==> config.mk <==
export PLATFORM = sky130hd
export DESIGN_NAME = frontend_top
export DESIGN_NICKNAME = d
export VERILOG_FILES = /design/src/hw/isa_pkg.sv /design/src/hw/pipe_pkg.sv /design/src/hw/int_decoder.sv /design/src/hw/fp_decoder.sv /design/src/hw/fetch_stage.sv /design/src/hw/decode_stage.sv /design/src/hw/pair_stage.sv /design/src/hw/frontend_top.sv
export VERILOG_INCLUDE_DIRS = /design/src /design/src/hw
export SDC_FILE = /design/constraint.sdc
export NUM_CORES = 1
export LEC_CHECK = 0
export ABC_AREA = 1
export BUFFER_PORTS_ARGS = -buffer_cell sky130_fd_sc_hd__buf_2
export CORE_ASPECT_RATIO = 1.25
export CORE_MARGIN = 5
export CORE_UTILIZATION = 29
export CTS_CLUSTER_DIAMETER = 30
export DETAILED_ROUTE_END_ITERATION = 8
export GPL_ROUTABILITY_DRIVEN = 0
export HOLD_SLACK_MARGIN = 0.1
export SETUP_SLACK_MARGIN = 0.3
export SLEW_MARGIN = 20
export SYNTH_ARGS = -nofsm -noshare
export SYNTH_HDL_FRONTEND = slang
export SYNTH_SLANG_ARGS = --single-unit
==> constraint.sdc <==
create_clock -name clock -period 2.2 [get_ports clock]
set_input_delay 0.55 -clock clock [delete_from_list [all_inputs] [get_ports clock]]
set_output_delay 0.55 -clock clock [all_outputs]
set_load 0.1 [all_outputs]
==> src/hw/rv_consts.svh <==
`ifndef RV_CONSTS_SVH
`define RV_CONSTS_SVH

// program counter after reset.
`define RESET_PC 32'h0000_0000

// one fetch packet holds two instruction words.
`define FETCH_BYTES 8

// integer and float register index width.
`define REG_AW 5

`endif

==> src/hw/isa_pkg.sv <==
package isa_pkg;

  localparam logic [6:0] OPC_LUI      = 7'b0110111;
  localparam logic [6:0] OPC_AUIPC    = 7'b0010111;
  localparam logic [6:0] OPC_JAL      = 7'b1101111;
  localparam logic [6:0] OPC_JALR     = 7'b1100111;
  localparam logic [6:0] OPC_BRANCH   = 7'b1100011;
  localparam logic [6:0] OPC_LOAD     = 7'b0000011;
  localparam logic [6:0] OPC_STORE    = 7'b0100011;
  localparam logic [6:0] OPC_OP_IMM   = 7'b0010011;
  localparam logic [6:0] OPC_OP       = 7'b0110011;
  localparam logic [6:0] OPC_MISC_MEM = 7'b0001111;
  localparam logic [6:0] OPC_SYSTEM   = 7'b1110011;
  localparam logic [6:0] OPC_LOAD_FP  = 7'b0000111;
  localparam logic [6:0] OPC_STORE_FP = 7'b0100111;
  localparam logic [6:0] OPC_OP_FP    = 7'b1010011;
  localparam logic [6:0] OPC_FMADD    = 7'b1000011;

  typedef enum logic [3:0] {
    ALU_ADD, ALU_SUB, ALU_SLL, ALU_SLT, ALU_SLTU,
    ALU_XOR, ALU_SRL, ALU_SRA, ALU_OR, ALU_AND
  } alu_op_t;

  // same order as funct3.
  typedef enum logic [2:0] {
    MDU_MUL, MDU_MULH, MDU_MULHSU, MDU_MULHU,
    MDU_DIV, MDU_DIVU, MDU_REM, MDU_REMU
  } mdu_op_t;

  // loads are {0, funct3}, stores are {1, funct3}.
  typedef enum logic [3:0] {
    LSU_LB  = 4'd0,
    LSU_LH  = 4'd1,
    LSU_LW  = 4'd2,
    LSU_LBU = 4'd4,
    LSU_LHU = 4'd5,
    LSU_SB  = 4'd8,
    LSU_SH  = 4'd9,
    LSU_SW  = 4'd10,
    LSU_FW  = 4'd15
  } lsu_op_t;

  typedef enum logic [2:0] {
    FPU_ADD, FPU_SUB, FPU_MUL, FPU_DIV, FPU_MADD
  } fpu_op_t;

  typedef struct packed {
    logic wren;
    logic rden1;
    logic rden2;
    logic fwren;
    logic frden1;
    logic frden2;
    logic frden3;
    logic alu;
    logic lui;
    logic auipc;
    logic jal;
    logic jalr;
    logic branch;
    logic load;
    logic store;
    logic fload;
    logic fstore;
    logic fpu;
    logic mdu;
    logic csreg;
    logic fence;
    logic ecall;
    logic ebreak;
    logic mret;
    logic wfi;
    logic valid;
    logic exception;
  } op_flags_t;

  typedef struct packed {
    logic [31:0] imm;
    op_flags_t   op;
    alu_op_t     alu_op;
    mdu_op_t     mdu_op;
    lsu_op_t     lsu_op;
    fpu_op_t     fpu_op;
    logic [2:0]  rm;
    logic [1:0]  fmt;
  } dec_result_t;

endpackage

==> src/hw/pipe_pkg.sv <==
`include "rv_consts.svh"

package pipe_pkg;

  import isa_pkg::*;

  typedef struct packed {
    logic                        ready;
    logic [`FETCH_BYTES*8-1:0]   rdata;
  } fetch_pkt_t;

  typedef struct packed {
    logic [31:0]         pc;
    logic [31:0]         npc;
    logic [31:0]         instr;
    logic [`REG_AW-1:0]  waddr;
    logic [`REG_AW-1:0]  raddr1;
    logic [`REG_AW-1:0]  raddr2;
    logic [`REG_AW-1:0]  raddr3;
    logic [11:0]         caddr;
    dec_result_t         dec;
  } slot_t;

  typedef struct packed {
    slot_t slot0;
    slot_t slot1;
    logic  pair_ok;
  } issue_pkt_t;

endpackage

==> src/hw/int_decoder.sv <==
`timescale 1ns/1ps

module int_decoder
  import isa_pkg::*;
(
  input  logic [31:0] instr,
  output dec_result_t result
);

  logic [6:0]  opcode;
  logic [2:0]  funct3;
  logic [6:0]  funct7;
  logic [31:0] imm_i;
  logic [31:0] imm_s;
  logic [31:0] imm_b;
  logic [31:0] imm_u;
  logic [31:0] imm_j;
  logic        legal;

  assign opcode = instr[6:0];
  assign funct3 = instr[14:12];
  assign funct7 = instr[31:25];

  assign imm_i = {{20{instr[31]}}, instr[31:20]};
  assign imm_s = {{20{instr[31]}}, instr[31:25], instr[11:7]};
  assign imm_b = {{20{instr[31]}}, instr[7], instr[30:25], instr[11:8], 1'b0};
  assign imm_u = {instr[31:12], 12'd0};
  assign imm_j = {{12{instr[31]}}, instr[19:12], instr[20], instr[30:21], 1'b0};

  function automatic alu_op_t alu_sel(logic [2:0] f3, logic alt);
    alu_op_t sel;
    case (f3)
      3'b000: sel = alt ? ALU_SUB : ALU_ADD;
      3'b001: sel = ALU_SLL;
      3'b010: sel = ALU_SLT;
      3'b011: sel = ALU_SLTU;
      3'b100: sel = ALU_XOR;
      3'b101: sel = alt ? ALU_SRA : ALU_SRL;
      3'b110: sel = ALU_OR;
      default: sel = ALU_AND;
    endcase
    return sel;
  endfunction

  always_comb begin
    result = '0;
    legal = 1'b0;
    case (opcode)
      OPC_LUI, OPC_AUIPC: begin
        result.imm = imm_u;
        result.op.wren = 1'b1;
        result.op.lui = (opcode == OPC_LUI);
        result.op.auipc = (opcode == OPC_AUIPC);
        legal = 1'b1;
      end
      OPC_JAL: begin
        result.imm = imm_j;
        result.op.wren = 1'b1;
        result.op.jal = 1'b1;
        legal = 1'b1;
      end
      OPC_JALR: begin
        result.imm = imm_i;
        result.op.wren = 1'b1;
        result.op.rden1 = 1'b1;
        result.op.jalr = 1'b1;
        legal = (funct3 == 3'b000);
      end
      OPC_BRANCH: begin
        result.imm = imm_b;
        result.op.rden1 = 1'b1;
        result.op.rden2 = 1'b1;
        result.op.branch = 1'b1;
        legal = (funct3[2:1] != 2'b01); // funct3 2 and 3 unused.
      end
      OPC_LOAD: begin
        result.imm = imm_i;
        result.op.wren = 1'b1;
        result.op.rden1 = 1'b1;
        result.op.load = 1'b1;
        result.lsu_op = lsu_op_t'({1'b0, funct3});
        legal = (funct3 != 3'b011) && (funct3 < 3'b110);
      end
      OPC_STORE: begin
        result.imm = imm_s;
        result.op.rden1 = 1'b1;
        result.op.rden2 = 1'b1;
        result.op.store = 1'b1;
        result.lsu_op = lsu_op_t'({1'b1, funct3});
        legal = (funct3 < 3'b011);
      end
      OPC_OP_IMM: begin
        result.imm = imm_i;
        result.op.wren = 1'b1;
        result.op.rden1 = 1'b1;
        result.op.alu = 1'b1;
        result.alu_op = alu_sel(funct3, (funct3 == 3'b101) & instr[30]);
        if (funct3 == 3'b001) begin
          legal = (funct7 == 7'b0000000);
        end else if (funct3 == 3'b101) begin
          legal = (funct7 == 7'b0000000) || (funct7 == 7'b0100000);
        end else begin
          legal = 1'b1;
        end
      end
      OPC_OP: begin
        result.op.wren = 1'b1;
        result.op.rden1 = 1'b1;
        result.op.rden2 = 1'b1;
        if (funct7 == 7'b0000001) begin
          result.op.mdu = 1'b1;
          result.mdu_op = mdu_op_t'(funct3);
          legal = 1'b1;
        end else begin
          result.op.alu = 1'b1;
          result.alu_op = alu_sel(funct3, instr[30]);
          legal = (funct7 == 7'b0000000) ||
                  (funct7 == 7'b0100000 && (funct3 == 3'b000 || funct3 == 3'b101));
        end
      end
      OPC_MISC_MEM: begin
        result.op.fence = 1'b1;
        legal = (funct3 == 3'b000);
      end
      OPC_SYSTEM: begin
        if (funct3 == 3'b000) begin
          result.op.ecall = (instr == 32'h0000_0073);
          result.op.ebreak = (instr == 32'h0010_0073);
          result.op.mret = (instr == 32'h3020_0073);
          result.op.wfi = (instr == 32'h1050_0073);
          legal = result.op.ecall | result.op.ebreak | result.op.mret | result.op.wfi;
        end else begin
          result.imm = {27'd0, instr[19:15]}; // zimm for the immediate forms.
          result.op.wren = 1'b1;
          result.op.rden1 = ~funct3[2];
          result.op.csreg = 1'b1;
          legal = (funct3 != 3'b100);
        end
      end
      default: begin
        legal = 1'b0;
      end
    endcase
    if (legal) begin
      result.op.valid = 1'b1;
    end else begin
      result = '0;
    end
  end

endmodule

==> src/hw/fp_decoder.sv <==
`timescale 1ns/1ps

module fp_decoder
  import isa_pkg::*;
(
  input  logic [31:0] instr,
  output dec_result_t result
);

  logic [6:0] opcode;
  logic [2:0] funct3;
  logic       rm_ok;
  logic       legal;

  assign opcode = instr[6:0];
  assign funct3 = instr[14:12];
  assign rm_ok = (funct3 != 3'b101) && (funct3 != 3'b110); // 5 and 6 reserved.

  always_comb begin
    result = '0;
    legal = 1'b0;
    case (opcode)
      OPC_LOAD_FP: begin
        result.imm = {{20{instr[31]}}, instr[31:20]};
        result.op.rden1 = 1'b1;
        result.op.fwren = 1'b1;
        result.op.fload = 1'b1;
        result.lsu_op = LSU_FW;
        legal = (funct3 == 3'b010);
      end
      OPC_STORE_FP: begin
        result.imm = {{20{instr[31]}}, instr[31:25], instr[11:7]};
        result.op.rden1 = 1'b1;
        result.op.frden2 = 1'b1;
        result.op.fstore = 1'b1;
        result.lsu_op = LSU_FW;
        legal = (funct3 == 3'b010);
      end
      OPC_OP_FP: begin
        result.op.fwren = 1'b1;
        result.op.frden1 = 1'b1;
        result.op.frden2 = 1'b1;
        result.op.fpu = 1'b1;
        result.rm = funct3;
        result.fmt = instr[26:25];
        legal = rm_ok && (instr[26:25] == 2'b00);
        case (instr[31:27])
          5'b00000: result.fpu_op = FPU_ADD;
          5'b00001: result.fpu_op = FPU_SUB;
          5'b00010: result.fpu_op = FPU_MUL;
          5'b00011: result.fpu_op = FPU_DIV;
          default: legal = 1'b0;
        endcase
      end
      OPC_FMADD: begin
        result.op.fwren = 1'b1;
        result.op.frden1 = 1'b1;
        result.op.frden2 = 1'b1;
        result.op.frden3 = 1'b1; // rs3 in bits 31:27.
        result.op.fpu = 1'b1;
        result.fpu_op = FPU_MADD;
        result.rm = funct3;
        result.fmt = instr[26:25];
        legal = rm_ok && (instr[26:25] == 2'b00);
      end
      default: begin
        legal = 1'b0;
      end
    endcase
    if (legal) begin
      result.op.valid = 1'b1;
    end else begin
      result = '0;
    end
  end

endmodule

==> src/hw/fetch_stage.sv <==
`timescale 1ns/1ps
`include "rv_consts.svh"

module fetch_stage
  import pipe_pkg::*;
(
  input  logic        clock,
  input  logic        reset,
  input  fetch_pkt_t  fetch,
  input  logic        halt,
  input  logic        redirect,
  input  logic [31:0] redirect_pc,
  output logic [31:0] pc
);

  logic [31:0] pc_next;
  logic        advance;

  assign advance = fetch.ready & ~halt; // packet taken by decode.

  always_comb begin
    if (redirect) begin
      pc_next = redirect_pc;
    end else if (advance) begin
      pc_next = pc + 32'(`FETCH_BYTES);
    end else begin
      pc_next = pc;
    end
  end

  always_ff @(posedge clock) begin
    if (!reset) begin
      pc <= `RESET_PC;
    end else begin
      pc <= pc_next;
    end
  end

endmodule

==> src/hw/decode_stage.sv <==
`timescale 1ns/1ps

module decode_stage
  import isa_pkg::*;
  import pipe_pkg::*;
(
  input  logic        clock,
  input  logic        reset,
  input  fetch_pkt_t  fetch,
  input  logic [31:0] pc,
  input  logic        halt,
  input  logic        redirect,
  output logic [31:0] dec_instr0,
  output logic [31:0] dec_instr1,
  input  dec_result_t int_res0,
  input  dec_result_t int_res1,
  input  dec_result_t fp_res0,
  input  dec_result_t fp_res1,
  output slot_t       slot0,
  output slot_t       slot1
);

  slot_t slot0_next;
  slot_t slot1_next;
  logic  take;

  function automatic slot_t build_slot(logic [31:0] word, logic [31:0] addr,
                                       dec_result_t int_res, dec_result_t fp_res);
    slot_t s;
    s.pc = addr;
    s.npc = addr + 32'd4;
    s.instr = word;
    s.waddr = word[11:7];
    s.raddr1 = word[19:15];
    s.raddr2 = word[24:20];
    s.raddr3 = word[31:27];
    s.caddr = word[31:20];
    s.dec = fp_res.op.valid ? fp_res : int_res; // fp wins.
    if (!s.dec.op.valid) begin
      // neither decoder knows the word.
      s.dec.op.valid = 1'b1;
      s.dec.op.exception = 1'b1;
    end
    return s;
  endfunction

  assign dec_instr0 = fetch.rdata[31:0];
  assign dec_instr1 = fetch.rdata[63:32];

  assign take = fetch.ready & ~halt & ~redirect;

  always_comb begin
    if (take) begin
      slot0_next = build_slot(dec_instr0, pc, int_res0, fp_res0);
      slot1_next = build_slot(dec_instr1, pc + 32'd4, int_res1, fp_res1);
    end else begin
      slot0_next = '0; // bubble.
      slot1_next = '0;
    end
  end

  always_ff @(posedge clock) begin
    if (!reset) begin
      slot0 <= '0;
      slot1 <= '0;
    end else begin
      slot0 <= slot0_next;
      slot1 <= slot1_next;
    end
  end

endmodule

==> src/hw/pair_stage.sv <==
`timescale 1ns/1ps

module pair_stage
  import isa_pkg::*;
  import pipe_pkg::*;
(
  input  logic       clock,
  input  logic       reset,
  input  slot_t      slot0,
  input  slot_t      slot1,
  input  logic       redirect,
  output issue_pkt_t issue
);

  op_flags_t f0;
  op_flags_t f1;
  logic      ctrl0;
  logic      int_raw;
  logic      fp_raw;
  logic      mem_both;
  logic      pair_ok;

  assign f0 = slot0.dec.op;
  assign f1 = slot1.dec.op;

  // slot0 must not change the flow.
  assign ctrl0 = f0.exception | f0.branch | f0.jal | f0.jalr | f0.csreg |
                 f0.fence | f0.ecall | f0.ebreak | f0.mret | f0.wfi;

  assign int_raw = f0.wren && (slot0.waddr != '0) &&
                   ((f1.rden1 && slot1.raddr1 == slot0.waddr) ||
                    (f1.rden2 && slot1.raddr2 == slot0.waddr));

  assign fp_raw = f0.fwren &&
                  ((f1.frden1 && slot1.raddr1 == slot0.waddr) ||
                   (f1.frden2 && slot1.raddr2 == slot0.waddr) ||
                   (f1.frden3 && slot1.raddr3 == slot0.waddr));

  assign mem_both = (f0.load | f0.store | f0.fload | f0.fstore) &
                    (f1.load | f1.store | f1.fload | f1.fstore); // one memory port.

  assign pair_ok = f0.valid & f1.valid & ~ctrl0 & ~int_raw & ~fp_raw & ~mem_both;

  always_ff @(posedge clock) begin
    if (!reset || redirect) begin
      issue <= '0;
    end else begin
      issue.slot0 <= slot0;
      issue.slot1 <= slot1;
      issue.pair_ok <= pair_ok;
    end
  end

endmodule

==> src/hw/frontend_top.sv <==
`timescale 1ns/1ps

module frontend_top
  import isa_pkg::*;
  import pipe_pkg::*;
(
  input  logic        clock,
  input  logic        reset,
  input  fetch_pkt_t  fetch,
  input  logic        halt,
  input  logic        redirect,
  input  logic [31:0] redirect_pc,
  output logic [31:0] fetch_pc,
  output issue_pkt_t  issue
);

  logic [31:0] dec_instr0;
  logic [31:0] dec_instr1;
  dec_result_t int_res0;
  dec_result_t int_res1;
  dec_result_t fp_res0;
  dec_result_t fp_res1;
  slot_t       slot0;
  slot_t       slot1;

  fetch_stage u_fetch_stage (
    .clock       (clock),
    .reset       (reset),
    .fetch       (fetch),
    .halt        (halt),
    .redirect    (redirect),
    .redirect_pc (redirect_pc),
    .pc          (fetch_pc)
  );

  decode_stage u_decode_stage (
    .clock      (clock),
    .reset      (reset),
    .fetch      (fetch),
    .pc         (fetch_pc),
    .halt       (halt),
    .redirect   (redirect),
    .dec_instr0 (dec_instr0),
    .dec_instr1 (dec_instr1),
    .int_res0   (int_res0),
    .int_res1   (int_res1),
    .fp_res0    (fp_res0),
    .fp_res1    (fp_res1),
    .slot0      (slot0),
    .slot1      (slot1)
  );

  int_decoder u_int_decoder0 (.instr(dec_instr0), .result(int_res0));
  int_decoder u_int_decoder1 (.instr(dec_instr1), .result(int_res1));
  fp_decoder u_fp_decoder0 (.instr(dec_instr0), .result(fp_res0));
  fp_decoder u_fp_decoder1 (.instr(dec_instr1), .result(fp_res1));

  pair_stage u_pair_stage (
    .clock    (clock),
    .reset    (reset),
    .slot0    (slot0),
    .slot1    (slot1),
    .redirect (redirect),
    .issue    (issue)
  );

endmodule

==> reports/metrics.yaml <==
crit_buf_inv: 4
final_util: 0.4378
num_io_pins: 546
via_count: 21210
yosysSeqAreaShare: 0.5562
routedWlPerCell_um: 17.54
grt_max_degree: 85
cts.sinks: 647
dp_hpwl_mm: 65.67
first_pass_iters: 6
crit_fanout: 5
die-area_mm2: 0.08611
ant_nets: 0
fin_crit_sh: 0.9994
ys_seq_elements: 647
outcome: "completed"
cts_root_buf: "clkbuf_16"
setup_violations: 0
power_leakage_uw: 0.01525
die_w_um: 263.5
layout_common_cells: "nor2_1 (599), buf_4 (595), dfxtp_1 (537)"
relSlewSlack: 0.5957
portBuffers: 545
cts_buffers: 111
finClkSkew_ns: 0.02732
drt-initial-drc-count: 1332
crit_path_top_delay_cell: "dfxtp_4"
worst_pin_slew_ns: 0.6064
worstPathArrival_ns: 2.74
syn_inst: 2947
synth_cell_type_count: 49
hold_viol_final: 0
clock_latency_ns: 0.66
syn_area_per_cell_um2: 7.902
synth_edf_count: 0
path_cells: "ha_4 > inv_4 > nor2_4 > buf_6 > nand3_2 > nand2_2 > nand2_4 > nor2_4 > buf_12 > nand3_4 > nor2_4 > nand2_4 > inv_2 > nand2_1 > nand2_1 > nand2_1"
start_util: 0.2917
globalRouteTotalUtil: 0.1876
finalPower_uw: 31800
async_reset_ff_frac: 0
rows: 116
ys.warnings.count: 0
end_kind: "flop"
cts_tree: "yes"
drive_above_1_share: 0.3463
holdCritPathClass: "in -> reg"
final_common_cell: "nor2_1"
cap_violations: 0
required_ns: 2.74
setup_ws_ns: 0.001362
syn_area_mm2: 0.02329
die_h_um: 326.8
dp.cells: 4617
crit_type: "reg -> reg"
fin_nets: 3809
grt_pass1_wl_mm: 125.5
final_max_slew_viol_count: 0
start_kind: "flop"
via_per_inst: 4.352
synth_flop_cell: "dfxtp_1"
antenna_found_initial: 12
fin_crit_ns: 2.199
fillers: 7805
syn2layout_area_growth_pct: 50.07
fmax_mhz: 454.8
first_global_vias: 21310
critPathTopFamily: "simple AND/OR/NAND/NOR gates"
p_per_area_mw_per_mm2: 909.8
core_area_mm2: 0.07983
place_ws_ns: -0.1984
cts.path.max_buffers: 3
max_stage_delay_ns: 0.40
drcViolationCount: 0
rsz0062_at_grt: "yes"
vdd.ir_drop.worst_mv: 0.6007
htreeDepth: 3
cts.clk_slew.worst_paths_ns: 0.06
wirelength_mm: 85.47
final_cells: 4874
gr-total-overflow: 0
area by class of cell:
type	count	area [um2]	share of cell area
clock inverter	84	1070	0.03061
antenna	12	30.03	0.0008592
tap	1062	1329	0.03802
clock buffer	124	2909	0.08323
multi-input combinational	1592	7789	0.2229
inverter	520	1968	0.05631
sequential	647	13150	0.3761
timing repair buffer	833	6710	0.1920
sequential cells by signal, summed over array words and instances, names as in the netlist:
signal and flops:
u_pair_stage.issue 308, u_decode_stage.slot0 168, u_decode_stage.slot1 139, u_fetch_stage.pc 32
through the flow:
step,area (um2),TNS [ns],hold slack [ns]
2_1_floorplan,23740,-0.07814,0.3861
3_3_place_gp,28580,-8.679,0.3905
3_5_place_dp,28580,-11.56,0.3910
4_1_cts,34490,0,0.1042
5_1_grt,34940,-0.8204,0.1274
6_report,34950,0,0.1581
tightest hold or removal path: stages:
cell and delay [ns]:
buf_2 0.13, inv_1 0.05, nor2_1 0.03
final timing paths:
| path | from | cells after the start | slack (ns) | endpoint |
|---|---|---|---|---|
| worst max-delay path | u_fetch_stage.pc[2] | 16 | 0.001 | u_decode_stage.slot1[172] |
| worst min register to register | u_decode_stage.slot0[56] | 2 | 0.40 | u_pair_stage.issue[263] |
| worst min-delay path | fetch[1] | 3 | 0.16 | u_decode_stage.slot0[111] |
| worst max register to register | u_fetch_stage.pc[2] | 16 | 0.001 | u_decode_stage.slot1[172] |
layer usage:
metal,global-route usage,share of wire,vias to the layer above
met5,0,0,-
met4,0.08257,0.039,0
met3,0.04844,0.076,184
met2,0.3378,0.51,869
met1,0.2080,0.38,9770
li1,-,-,10390
report_power, final:
part / total [uW] / switching (uW) / internal (uW)
Clock: 18000 / 6530 / 11400
Sequential: 11900 / 111 / 11800
Combinational: 1900 / 1290 / 610
synth_stat cells, types with 20 or more instances:
| library cell | n | area share |
|---|---|---|
| a21oi_1 | 90 | 0.019 |
| nand3_1 | 123 | 0.026 |
| clkbuf_1 | 53 | 0.0085 |
| o21ai_0 | 88 | 0.019 |
| nor3_1 | 31 | 0.0067 |
| dfxtp_1 | 647 | 0.56 |
| nor2_1 | 631 | 0.10 |
| xor2_1 | 20 | 0.0075 |
| nand4_1 | 31 | 0.0083 |
| nand2_1 | 417 | 0.067 |
| inv_1 | 505 | 0.081 |
| buf_4 | 107 | 0.034 |
cell families (layout without fill, tap and decap cells):
| family | Yosys count | count (layout) | share of synthesized area |
|---|---|---|---|
| AND/OR/NAND/NOR | 1308 | 1309 | 0.2384 |
| buffers and inverters | 712 | 1561 | 0.1338 |
| flip-flops | 647 | 647 | 0.5562 |
| AO/OA/AOI/OAI | 253 | 253 | 0.06125 |
| XOR/XNOR | 23 | 23 | 0.008650 |
| adder cells (fa/ha/maj) | 3 | 3 | 0.001612 |
| other | 1 | 16 | 0.0001610 |
timing repair:
action / 4_1_cts / 5_1_grt
buffers inserted: 24 / 6
setup endpoints to repair: 469 / 109
hold endpoints to repair: 6 / 0
pin swaps: 25 / 20
cloned: 1 / 0
gates resized for setup: 585 / 110
hold buffers: 6 / 0
Note: power is estimated with default switching activity, not from simulation.
